### config.mk
export PLATFORM = sky130hd
export DESIGN_NAME = dsp_top
export DESIGN_NICKNAME = d
export VERILOG_FILES = /design/src/logic/dsp_pkg.sv /design/src/logic/acc_writer.sv /design/src/logic/channel_core.sv /design/src/logic/dsp_top.sv /design/src/logic/sample_select.sv /design/src/logic/shot_sequencer.sv
export SDC_FILE = /design/constraint.sdc
export NUM_CORES = 2
export LEC_CHECK = 0
export ABC_AREA = 0
export BUFFER_PORTS_ARGS = -buffer_cell sky130_fd_sc_hd__buf_2
export CAP_MARGIN = 15
export CORE_UTILIZATION = 64
export CTS_BUF_LIST = sky130_fd_sc_hd__clkbuf_4
export DETAILED_ROUTE_END_ITERATION = 8
export HOLD_SLACK_MARGIN = 0.08
export PLACE_DENSITY = 0.8
export SETUP_SLACK_MARGIN = 0.2
export SLEW_MARGIN = 15
export SYNTH_ARGS = -nofsm -noshare
export SYNTH_HDL_FRONTEND = slang
export SYNTH_HIERARCHICAL = 1
export SYNTH_SLANG_ARGS = --single-unit
### constraint.sdc
create_clock -name dspif -period 6.7 [get_ports dspif]
set_clock_uncertainty 0.15 [all_clocks]
set_input_delay 0.67 -clock dspif [delete_from_list [all_inputs] [get_ports dspif]]
set_output_delay 0.67 -clock dspif [all_outputs]
set_load 0.01 [all_outputs]
### src/logic/dsp_pkg.sv
`default_nettype none

package dsp_pkg;

	// channel and adc counts
	localparam int NCHAN = 4;
	localparam int NADC = 2;

	// datapath widths
	localparam int SAMPLE_W = 16;
	localparam int COEF_W = 8;
	localparam int LEN_W = 8;
	localparam int PROD_W = SAMPLE_W + COEF_W;
	// 255 products of 24 bits stay well inside 32 bits
	localparam int ACC_W = 32;

	// address and counter widths
	localparam int CMD_ADDR_W = 4;
	localparam int ACC_ADDR_W = 6;
	localparam int SHOT_W = 32;

	// command opcodes
	typedef enum logic [1:0] {
		OP_WAIT = 2'd0,
		OP_MIX  = 2'd1,
		OP_END  = 2'd2
	} opcode_t;

	// mix bus sources
	typedef enum logic [1:0] {
		SRC_ADC0 = 2'd0,
		SRC_ADC1 = 2'd1,
		SRC_ZERO = 2'd2
	} sample_src_t;

	// shot sequencer states, gray-ish walk through the loop
	typedef enum logic [3:0] {
		IDLE     = 4'b0000,
		START    = 4'b0001,
		PROCRUN  = 4'b0011,
		ELEMBUSY = 4'b0010,
		MORESHOT = 4'b0110,
		SHOTADD  = 4'b0111,
		DONE     = 4'b0101
	} seq_state_t;

	// one command memory word
	typedef struct packed {
		opcode_t opcode;
		logic [LEN_W-1:0] length;
		logic signed [COEF_W-1:0] coef;
	} cmd_t;

	// finished accumulation with its strobe
	typedef struct packed {
		logic valid;
		logic signed [ACC_W-1:0] value;
	} acc_result_t;

	// one accumulation buffer write
	typedef struct packed {
		logic we;
		logic [ACC_ADDR_W-1:0] addr;
		logic [ACC_W-1:0] data;
	} acc_wr_t;

	// selected samples for the two channel groups
	typedef struct packed {
		logic signed [SAMPLE_W-1:0] bus_a;
		logic signed [SAMPLE_W-1:0] bus_b;
	} mix_bus_t;

endpackage

`default_nettype wire

### src/logic/acc_writer.sv
`timescale 1ns/1ps
`default_nettype none

module acc_writer (
	input logic dspif,
	input logic rst_n,
	input logic resetacc,
	input dsp_pkg::acc_result_t result [dsp_pkg::NCHAN],
	output dsp_pkg::acc_wr_t wr [dsp_pkg::NCHAN]
);

	// one write port per channel
	for (genvar i = 0; i < dsp_pkg::NCHAN; i++) begin : g_chan
		logic we;
		logic [dsp_pkg::ACC_ADDR_W-1:0] addr;
		logic [dsp_pkg::ACC_W-1:0] data;
		logic last;

		// last entry reached
		assign last = &addr;

		always_ff @(posedge dspif) begin
			if (!rst_n) begin
				we <= 1'b0;
				addr <= '0;
			end else begin
				// strobe delayed one cycle
				we <= result[i].valid;
				// resetacc is a level and wins over the write
				if (resetacc) begin
					addr <= '0;
				end else if (we && !last) begin
					addr <= addr + 1'b1;
				end
			end
		end

		// hold data between strobes
		always_ff @(posedge dspif) begin
			if (result[i].valid) begin
				data <= result[i].value;
			end
		end

		// address goes out with the write that uses it
		assign wr[i] = '{we: we, addr: addr, data: data};
	end

endmodule

`default_nettype wire

### src/logic/channel_core.sv
`timescale 1ns/1ps
`default_nettype none

module channel_core (
	input logic dspif,
	input logic rst_n,
	input logic core_reset,
	input logic signed [dsp_pkg::SAMPLE_W-1:0] sample,
	output logic [dsp_pkg::CMD_ADDR_W-1:0] cmd_addr,
	input dsp_pkg::cmd_t cmd,
	output dsp_pkg::acc_result_t result,
	output logic procdone,
	output logic nobusy
);

	// fetch, load, decode, then run
	typedef enum logic [2:0] {
		C_FETCH = 3'd0,
		C_LOAD  = 3'd1,
		C_EXEC  = 3'd2,
		C_WAIT  = 3'd3,
		C_MIX   = 3'd4,
		C_END   = 3'd5
	} chan_state_t;

	chan_state_t state;
	logic [dsp_pkg::CMD_ADDR_W-1:0] pc;
	dsp_pkg::cmd_t cmd_r;
	logic [dsp_pkg::LEN_W-1:0] len_cnt;
	logic mix_first;
	logic issue;
	logic issue_last;
	logic signed [dsp_pkg::PROD_W-1:0] prod;
	logic signed [dsp_pkg::ACC_W-1:0] prod_ext;
	logic prod_valid;
	logic prod_first;
	logic prod_last;
	logic signed [dsp_pkg::ACC_W-1:0] acc;
	logic acc_valid;

	// memory sees the pc directly
	assign cmd_addr = pc;

	// one sample per cycle while mixing
	assign issue = (state == C_MIX);
	assign issue_last = (len_cnt == '0);

	// sign extend into accumulator width
	assign prod_ext = prod;

	always_ff @(posedge dspif) begin
		if (!rst_n || core_reset) begin
			state <= C_FETCH;
			pc <= '0;
			len_cnt <= '0;
			mix_first <= 1'b0;
			procdone <= 1'b0;
		end else begin
			case (state)
				// address out this cycle
				C_FETCH: state <= C_LOAD;
				// memory data arrives, step pc
				C_LOAD: begin
					pc <= pc + 1'b1;
					state <= C_EXEC;
				end
				C_EXEC: begin
					// zero length runs as one cycle
					len_cnt <= (cmd_r.length == '0) ? '0 : cmd_r.length - 1'b1;
					mix_first <= 1'b1;
					case (cmd_r.opcode)
						dsp_pkg::OP_WAIT: state <= C_WAIT;
						dsp_pkg::OP_MIX: state <= C_MIX;
						dsp_pkg::OP_END: begin
							state <= C_END;
							procdone <= 1'b1;
						end
						// undefined opcode skipped
						default: state <= C_FETCH;
					endcase
				end
				C_WAIT, C_MIX: begin
					mix_first <= 1'b0;
					if (len_cnt == '0) begin
						state <= C_FETCH;
					end else begin
						len_cnt <= len_cnt - 1'b1;
					end
				end
				// parked until core_reset
				default: state <= C_END;
			endcase
		end
	end

	// command word capture
	always_ff @(posedge dspif) begin
		if (state == C_LOAD) begin
			cmd_r <= cmd;
		end
	end

	// pipeline flags, core_reset leaves them running
	always_ff @(posedge dspif) begin
		if (!rst_n) begin
			prod_valid <= 1'b0;
			prod_first <= 1'b0;
			prod_last <= 1'b0;
			acc_valid <= 1'b0;
		end else begin
			prod_valid <= issue;
			prod_first <= issue && mix_first;
			prod_last <= issue && issue_last;
			// strobe lands with the final sum
			acc_valid <= prod_valid && prod_last;
		end
	end

	// multiply then accumulate
	always_ff @(posedge dspif) begin
		if (issue) begin
			prod <= sample * cmd_r.coef;
		end
		if (prod_valid) begin
			// first product restarts the sum
			acc <= prod_first ? prod_ext : acc + prod_ext;
		end
	end

	assign result = '{valid: acc_valid, value: acc};

	// busy while anything is in the multiply or add stage
	assign nobusy = !(issue || prod_valid || acc_valid);

endmodule

`default_nettype wire

### src/logic/dsp_top.sv
`timescale 1ns/1ps
`default_nettype none

module dsp_top (
	input logic dspif,
	input logic rst_n,
	input logic stb_start,
	input logic [dsp_pkg::SHOT_W-1:0] nshot,
	input logic resetacc,
	input logic [dsp_pkg::SAMPLE_W-1:0] adc [dsp_pkg::NADC],
	input dsp_pkg::sample_src_t sel_a,
	input dsp_pkg::sample_src_t sel_b,
	output logic [dsp_pkg::CMD_ADDR_W-1:0] cmd_addr [dsp_pkg::NCHAN],
	input dsp_pkg::cmd_t cmd [dsp_pkg::NCHAN],
	output dsp_pkg::acc_wr_t wr [dsp_pkg::NCHAN],
	output logic [dsp_pkg::SHOT_W-1:0] shotcnt,
	output logic lastshotdone
);

	dsp_pkg::mix_bus_t mix;
	dsp_pkg::acc_result_t result [dsp_pkg::NCHAN];
	wire [dsp_pkg::NCHAN-1:0] procdone;
	wire [dsp_pkg::NCHAN-1:0] nobusy;
	wire core_reset;

	// feeder for the channel array
	sample_select u_select (
		.dspif (dspif),
		.rst_n (rst_n),
		.adc   (adc),
		.sel_a (sel_a),
		.sel_b (sel_b),
		.mix   (mix)
	);

	for (genvar i = 0; i < dsp_pkg::NCHAN; i++) begin : g_chan
		logic signed [dsp_pkg::SAMPLE_W-1:0] chan_sample;

		// lower half on bus a, upper half on bus b
		assign chan_sample = (i < dsp_pkg::NCHAN / 2) ? mix.bus_a : mix.bus_b;

		channel_core u_core (
			.dspif      (dspif),
			.rst_n      (rst_n),
			.core_reset (core_reset),
			.sample     (chan_sample),
			.cmd_addr   (cmd_addr[i]),
			.cmd        (cmd[i]),
			.result     (result[i]),
			.procdone   (procdone[i]),
			.nobusy     (nobusy[i])
		);
	end

	// drain into the buffer ports
	acc_writer u_writer (
		.dspif    (dspif),
		.rst_n    (rst_n),
		.resetacc (resetacc),
		.result   (result),
		.wr       (wr)
	);

	// single reset level broadcast to all channels
	shot_sequencer u_seq (
		.dspif        (dspif),
		.rst_n        (rst_n),
		.stb_start    (stb_start),
		.nshot        (nshot),
		.procdone     (procdone),
		.nobusy       (nobusy),
		.core_reset   (core_reset),
		.shotcnt      (shotcnt),
		.lastshotdone (lastshotdone)
	);

endmodule

`default_nettype wire

### src/logic/sample_select.sv
`timescale 1ns/1ps
`default_nettype none

module sample_select (
	input logic dspif,
	input logic rst_n,
	input logic [dsp_pkg::SAMPLE_W-1:0] adc [dsp_pkg::NADC],
	input dsp_pkg::sample_src_t sel_a,
	input dsp_pkg::sample_src_t sel_b,
	output dsp_pkg::mix_bus_t mix
);

	// adc capture stage
	logic [dsp_pkg::SAMPLE_W-1:0] adc_r [dsp_pkg::NADC];

	// source mux shared by both buses
	function automatic logic [dsp_pkg::SAMPLE_W-1:0] pick(input dsp_pkg::sample_src_t sel);
		logic [dsp_pkg::SAMPLE_W-1:0] s;
		case (sel)
			dsp_pkg::SRC_ADC0: s = adc_r[0];
			dsp_pkg::SRC_ADC1: s = adc_r[1];
			// zero and unused codes
			default: s = '0;
		endcase
		return s;
	endfunction

	// first cycle, register raw samples
	always_ff @(posedge dspif) begin
		for (int i = 0; i < dsp_pkg::NADC; i++) begin
			adc_r[i] <= adc[i];
		end
	end

	// second cycle, registered bus select
	always_ff @(posedge dspif) begin
		if (!rst_n) begin
			mix <= '0;
		end else begin
			mix.bus_a <= pick(sel_a);
			mix.bus_b <= pick(sel_b);
		end
	end

endmodule

`default_nettype wire

### src/logic/shot_sequencer.sv
`timescale 1ns/1ps
`default_nettype none

module shot_sequencer (
	input logic dspif,
	input logic rst_n,
	input logic stb_start,
	input logic [dsp_pkg::SHOT_W-1:0] nshot,
	input logic [dsp_pkg::NCHAN-1:0] procdone,
	input logic [dsp_pkg::NCHAN-1:0] nobusy,
	output logic core_reset,
	output logic [dsp_pkg::SHOT_W-1:0] shotcnt,
	output logic lastshotdone
);

	dsp_pkg::seq_state_t state;
	dsp_pkg::seq_state_t next_state;
	logic [dsp_pkg::SHOT_W-1:0] nshot_r;
	logic [dsp_pkg::SHOT_W-1:0] shot_idx;
	logic [dsp_pkg::SHOT_W-1:0] next_idx;
	logic shotadd;
	logic procdone_r;
	logic nobusy_r;

	// channel status reduced and registered
	always_ff @(posedge dspif) begin
		if (!rst_n) begin
			procdone_r <= 1'b0;
			nobusy_r <= 1'b0;
		end else begin
			procdone_r <= &procdone;
			nobusy_r <= &nobusy;
		end
	end

	// next shot decision, settled long before MORESHOT
	always_ff @(posedge dspif) begin
		if (!rst_n) begin
			next_idx <= '0;
			shotadd <= 1'b0;
		end else begin
			next_idx <= shot_idx + 1'b1;
			// zero count repeats forever
			shotadd <= (next_idx != nshot_r) || (nshot_r == '0);
		end
	end

	always_ff @(posedge dspif) begin
		if (!rst_n) begin
			state <= dsp_pkg::IDLE;
		end else begin
			state <= next_state;
		end
	end

	always_comb begin
		next_state = dsp_pkg::IDLE;
		case (state)
			dsp_pkg::IDLE: next_state = stb_start ? dsp_pkg::START : dsp_pkg::IDLE;
			dsp_pkg::START: next_state = dsp_pkg::PROCRUN;
			// wait for every program to hit OP_END
			dsp_pkg::PROCRUN: next_state = procdone_r ? dsp_pkg::ELEMBUSY : dsp_pkg::PROCRUN;
			// then for the pipelines to drain
			dsp_pkg::ELEMBUSY: next_state = nobusy_r ? dsp_pkg::MORESHOT : dsp_pkg::ELEMBUSY;
			dsp_pkg::MORESHOT: next_state = shotadd ? dsp_pkg::SHOTADD : dsp_pkg::DONE;
			dsp_pkg::SHOTADD: next_state = dsp_pkg::START;
			dsp_pkg::DONE: next_state = dsp_pkg::IDLE;
			default: next_state = dsp_pkg::IDLE;
		endcase
	end

	// outputs registered from next_state so they line up with state
	always_ff @(posedge dspif) begin
		if (!rst_n) begin
			core_reset <= 1'b1;
			lastshotdone <= 1'b0;
			shot_idx <= '0;
			shotcnt <= '0;
			nshot_r <= nshot;
		end else begin
			// channels only run in START and PROCRUN
			core_reset <= !(next_state == dsp_pkg::START || next_state == dsp_pkg::PROCRUN);
			lastshotdone <= (next_state == dsp_pkg::DONE);
			case (next_state)
				dsp_pkg::IDLE: begin
					shot_idx <= '0;
					// shot count sampled only while idle
					nshot_r <= nshot;
				end
				dsp_pkg::SHOTADD: begin
					shot_idx <= next_idx;
					// index of the shot just finished
					shotcnt <= shot_idx;
				end
				dsp_pkg::DONE: shot_idx <= '0;
				default: shot_idx <= shot_idx;
			endcase
		end
	end

endmodule

`default_nettype wire

## Word-level counts from Yosys, hierarchy flattened

Memory sizes are Yosys's and may differ from the RTL's.
Index checks and enable logic that the tools add are counted.

- $add $sub $neg: 21
- $mul: 4
- Equal/unequal tests: 45
- Muxes and demuxes: 42
- Bitwise gates (word level): 1
- Reduce and logical (&&, ||, !) cells: 83

Operator list:

| cell | number |
|---|---|
| 32-bit 2-to-1 mux | 6 |
| 32-bit by 24-bit adder with 32-bit output | 4 |
| 16-bit by 8-bit multiplier with 24-bit output | 4 |
| 8-bit zero test | 8 |
| 8-bit 2-to-1 mux | 8 |
| 16-bit one-hot mux with 2 select lines | 2 |
| 32-bit one-hot mux with 2 select lines | 1 |
| 8-bit one-hot mux with 2 select lines | 4 |
| 8-bit by 1-bit subtractor with 8-bit output (second input constant) | 8 |
| 3-bit one-hot mux with 4 select lines | 4 |
| 3-bit one-hot mux with 3 select lines | 4 |
| 32-bit by 1-bit adder with 32-bit output (second input constant) | 1 |
| 32-bit zero test | 1 |
| 32-bit inequality test | 1 |
| 6-bit by 1-bit adder with 6-bit output (second input constant) | 4 |
| 3-bit by 2-bit == test with 1-bit output (second input constant) | 8 |
| 4-bit one-hot mux with 6 select lines | 1 |
| 6-bit AND reduction | 4 |
| 4-bit by 1-bit adder with 4-bit output (second input constant) | 4 |
| 4-bit by 3-bit == test with 1-bit output (second input constant) | 4 |
| 1-bit logical AND | 16 |
| 2-bit AND reduction | 8 |
| 3-bit 2-to-1 mux | 5 |
| 2-bit by 1-bit == test with 1-bit output (second input constant) | 6 |
| other kinds (19) | 80 |

- Bits in registers: 705
- RAM bits: 32
- Bits of input ports: 144
- Output and inout bits: 205
- Logic and storage cells: 277
- Memories kept: 1

Memories:

| memory | words | width | rd ports | clocked after memory_dff | write ports | RTL line | source |
|---|---|---|---|---|---|---|---|
| u_select.adc_r | 2 | 16 | 2 | 0 | 2 | sample_select.sv:14 | `logic [dsp_pkg::SAMPLE_W-1:0] adc_r [dsp_pkg::NADC];` |

## Depth between registers and ports, before layout

- Depth after elaboration: 5
- Gate-level depth with buffers: 21

## By module

The synthesis kept the hierarchy.

Modules (own cells, without submodules):

| module | times used | cells each | area an instance (µm²) | sequential area each (µm²) |
|---|---|---|---|---|
| channel_core (g_chan[2].u_core ...) | 2 | 997 | 9,698.1 | 2,642.5 |
| channel_core (g_chan[1].u_core) | 1 | 1,071 | 10,098.4 | 2,642.5 |
| channel_core (g_chan[0].u_core) | 1 | 1,055 | 9,950.8 | 2,642.5 |
| shot_sequencer | 1 | 533 | 5,265.0 | 3,042.9 |
| acc_writer | 1 | 264 | 5,137.4 | 4,404.2 |
| sample_select | 1 | 138 | 1,829.3 | 1,281.2 |

## Worst setup path before layout

Ideal clock, no wire load.

- Path type: register to register
- From: register g_chan[1].u_core/cmd_r[7] in the netlist's numbering
- To: register g_chan[1].u_core/prod[23] in the netlist's numbering (data pin)
- Setup time: 260 ps
- Arrival: 4,775 ps
- Slack: 1,515 ps
- Cell stages (with the launch flop): 18
- Path buffers: 1
- Clock period less this slack: 5,185 ps
- Cells stage by stage: edfxtp_1 -> inv_1 -> clkbuf_1 -> nor2_1 -> fa_1 -> fa_1 -> fa_1 -> inv_1 -> fa_1 -> inv_1 -> ha_1 -> a21o_1 -> o21ai_0 -> o2111ai_1 -> a311oi_1 -> o21ai_0 -> a21oi_1 -> xnor2_1

- Word-level cells in the longest chain between the ends: 1

RTL lines:

| element | RTL line | source |
|---|---|---|
| start, declared | channel_core.sv:28 | `dsp_pkg::cmd_t cmd_r;` |
| start signal, assigned | channel_core.sv:99 | `cmd_r <= cmd;` |
| 16-bit by 8-bit multiplier with 24-bit output | channel_core.sv:122 | `prod <= sample * cmd_r.coef;` |
| end signal, assigned | channel_core.sv:122 |  |
| end, declared | channel_core.sv:33 | `logic signed [dsp_pkg::PROD_W-1:0] prod;` |

No other way between the ends.
A chain may end at the register's enable or synchronous reset.

## Worst setup path after layout

- From: register g_chan[2].u_core/cmd_r[2] in the netlist's numbering
- To: register g_chan[2].u_core/prod[22] in the netlist's numbering (data pin)

- Word-level cells in the longest chain between the ends: 1

RTL lines:

| element | RTL line |
|---|---|
| start, declared | channel_core.sv:28 |
| start signal, assigned | channel_core.sv:99 |
| 16-bit by 8-bit multiplier with 24-bit output | channel_core.sv:122 |
| end signal, assigned | channel_core.sv:122 |
| end, declared | channel_core.sv:33 |

No other way between the ends.

==> impl_metrics.toml <==
[run_status]
status = "complete, no violations"

[logic_synthesis]
syn_area_um2 = 51700
synth_common_cells = "inv_1 (646), edfxtp_1 (456), fa_1 (416)"
synth_warnings = 6
syn_nets = 5944
yosys_most_used_dff = "edfxtp_1"
synthArstFlopShare_pct = 0
synth.most_common_cell = "inv_1"
synthAdderAreaFrac_pct = 24.1
synth_cell_types = 97
synthSimpleGateAreaFrac_pct = 14.7
synth.mux.area_fraction_pct = 1.31
synth_edf_count = 456
synth.area.top_cells = "edfxtp_1 (26%), fa_1 (16%), dfxtp_1 (11%), ha_1 (8.0%), inv_1 (4.7%)"
avgSynthCellArea_um2 = 10.2
synth-xor-area-share_pct = 4.63
synth_seq_area_share_pct = 37.3
synth_top_family_by_area = "adder cells"
ys_ff_latch = 736
synth_compound_area_share_pct = 11.7
synth_area_leader_cell = "edfxtp_1"
synth_cells = 5055
synth_top_area_share_pct = 26.5

[grt]
grt_util_all_layers_pct = 31.4
grt_pass1_wl_mm = 205
grt_max_degree = 90
grt-ovfl-total = 0
grt_antenna_before_repair = 5
grt_pass1_vias = 39459

[pwr]
clkPwrFrac_pct = 35.5
p_int_mw = 8.07
p_per_area_nw_per_um2 = 196
pwr-share-comb_pct = 20.3
netSwitchingPower_mw = 3.41
total_power_mw = 11.5
seqPwrFrac_pct = 44.1
vdd_drop_max_mv = 0.214
swShare_pct = 29.7
p_leak_nw = 25.4

[detailed_routing]
drt_pre_antenna_iters = 7
ant_nets = 0
vias = 39579
drc = 0
drt-total-wl_mm = 128
viasPerCell = 5.78
wl_per_cell_um = 18.6
drtIter0Drc = 3181

[clock_network]
cts_sinks = 736
clkLatencyLatePin_ns = 1.05
htreeDepth = 4
ctsResizeCount = 0
cts_inserted_buffers = 191
clk_path_buf_depth = 3
root_buffer = "clkbuf_4"
clk_pin_slew_worst_paths_ns = 0.08
cts_tree = "yes"

[place]
dp_hpwl_mm = 90.0
port_buffers = 348
place.gp.congestion = 0.914
pre_cts_slack_ns = 1.09

[critical_path]
required_ns = 7.34
worstPathMaxFanout = 16
crit_path_start_kind = "flop"
endpoint_kind = "flop"
crit_type = "reg -> reg"
cp.arrival_ns = 6.36

[cells_and_area]
nets = 6527
post-route-util_pct = 73.8
areaGrowthSynthToFinish_pct = 13.4
final_layout_size_suffix_gt1_share_pct = 12.9

[timing]
setup_tns_ns = 0
worst_slew_pin_slew_ns = 1.07
hold_viol_final = 0
final-max-slew-violation-count = 0
fin_hold_ws_ns = 0.187
fmax_ghz = 0.175
slew_headroom_pct = 28.3
finalCritPeriodShare_pct = 85.4
rsz0062_at_grt = "false"
finalCriticalPeriod_ns = 5.72
setup_violations = 0
layout_setup_ws_ns = 0.981

[die]
start_util_pct = 65.1
rows = 103
die_area_um2 = 81900
die_w_um = 286
coreArea_um2 = 79400
ios = 349
die_y_um = 286

[run]
drv_cap = 0

[hold_path]
worst_hold_path_type = "in -> reg"
## final cells by class
type / instances / area [um2]
Clock inverter: 74 / 489
Tap cell: 1050 / 1310
Fill cell: 5661 / 20800
Sequential cell: 736 / 19300
Inverter: 647 / 2430
Timing Repair Buffer: 553 / 3730
Clock buffer: 274 / 2060
Antenna cell: 4 / 10.0
Multi-Input combinational cell: 3509 / 29200
## cells in the final DEF (no fill, tap or decap), types with 55 or more instances in the layout
| cell | count |
|---|---|
| ha_1 | 329 |
| nor3_1 | 62 |
| and2_1 | 377 |
| fa_1 | 416 |
| a21oi_1 | 238 |
| o21ai_0 | 228 |
| mux2i_1 | 55 |
| dfxtp_1 | 277 |
| nand2_1 | 403 |
| buf_2 | 348 |
| xnor2_1 | 149 |
| edfxtp_1 | 456 |
| nor2_1 | 286 |
| dlygate4sd3_1 | 180 |
| a21o_1 | 94 |
| xor2_1 | 124 |
| inv_1 | 646 |
| clkbuf_4 | 274 |
## flip-flops by register name, summed over array words and instances, names as in the netlist, 72 cells and up
register	count
g_chan.u_core/acc	128
g_chan.u_core/cmd_r	72
g_chan.u_core/prod	96
u_writer/g_chan.data	128
## power by group through the flow
| stage | sequential (mW) | clock [mW] | combinational [mW] |
|---|---|---|---|
| global placement | 5.16 | 0 | 2.14 |
| finish | 5.07 | 4.08 | 2.33 |
| CTS | 5.06 | 4.16 | 2.32 |
| floorplan | 5.10 | 0 | 1.72 |
| global route | 5.07 | 4.41 | 2.65 |
| detailed placement | 5.16 | 0 | 2.22 |
## critical path: stages (launching register included)
cell and delay, ns:
edfxtp_1 0.61, and2_1 0.28, fa_1 0.54, inv_1 0.06, fa_1 0.52, inv_1 0.05
fa_1 0.47, inv_1 0.05, fa_1 0.48, inv_1 0.04, ha_1 0.30, o21ai_0 0.13
a21boi_0 0.17, o21ai_0 0.31, a21oi_1 0.21, a21oi_1 0.28, a2bb2oi_1 0.25, nor2b_1 0.26
o21ai_0 0.16, xor2_1 0.16
## per-layer routing
metal / wire [um] / vias up / global-route usage [%] / part of all wire (%)
li1: - / 18497 / - / -
met1: 54000 / 19112 / 42.5 / 42
met2: 59600 / 1651 / 50.1 / 47
met3: 9440 / 319 / 5.89 / 7.4
met4: 4620 / 0 / 13.1 / 3.6
met5: 0 / - / 0 / 0
## worst paths after layout
kind                                  startpoint                                   end  slack, ns  depth (start not counted)
max          g_chan[2].u_core/cmd_r[2]$_DFFE_PP_   g_chan[2].u_core/prod[22]$_DFFE_PP_       0.98                         19
min                                     nshot[2]            u_seq/nshot_r[2]$_DFFE_PP_       0.19                          2
max reg2reg  g_chan[2].u_core/cmd_r[2]$_DFFE_PP_   g_chan[2].u_core/prod[22]$_DFFE_PP_       0.98                         19
min reg2reg    g_chan[3].u_core/acc[9]$_DFFE_PP_  u_writer/g_chan[3].data[9]$_DFFE_PP_       0.30                          0
## cell families after synthesis
family	count (synthesis)
flip-flops	736
AO/OA/AOI/OAI	935
AND/OR/NAND/NOR	1490
XOR/XNOR	273
multiplexers	66
buffers and inverters	810
adder cells (fa/ha/maj)	745
## metrics by stage
step                cells  instance area (um2)
detailed placement   6314                54200
global placement     6314                54200
CTS                  6842                58600
floorplan            5055                51700
global route         6846                58600
finish               6847                58600
## what timing repair did
| item | in CTS | in global routing |
|---|---|---|
| hold buffers | 180 | 0 |
| endpoints found under the hold margin | 172 | 0 |
| buffers inserted | 0 | 0 |
Power figures use the tool's default switching activity.
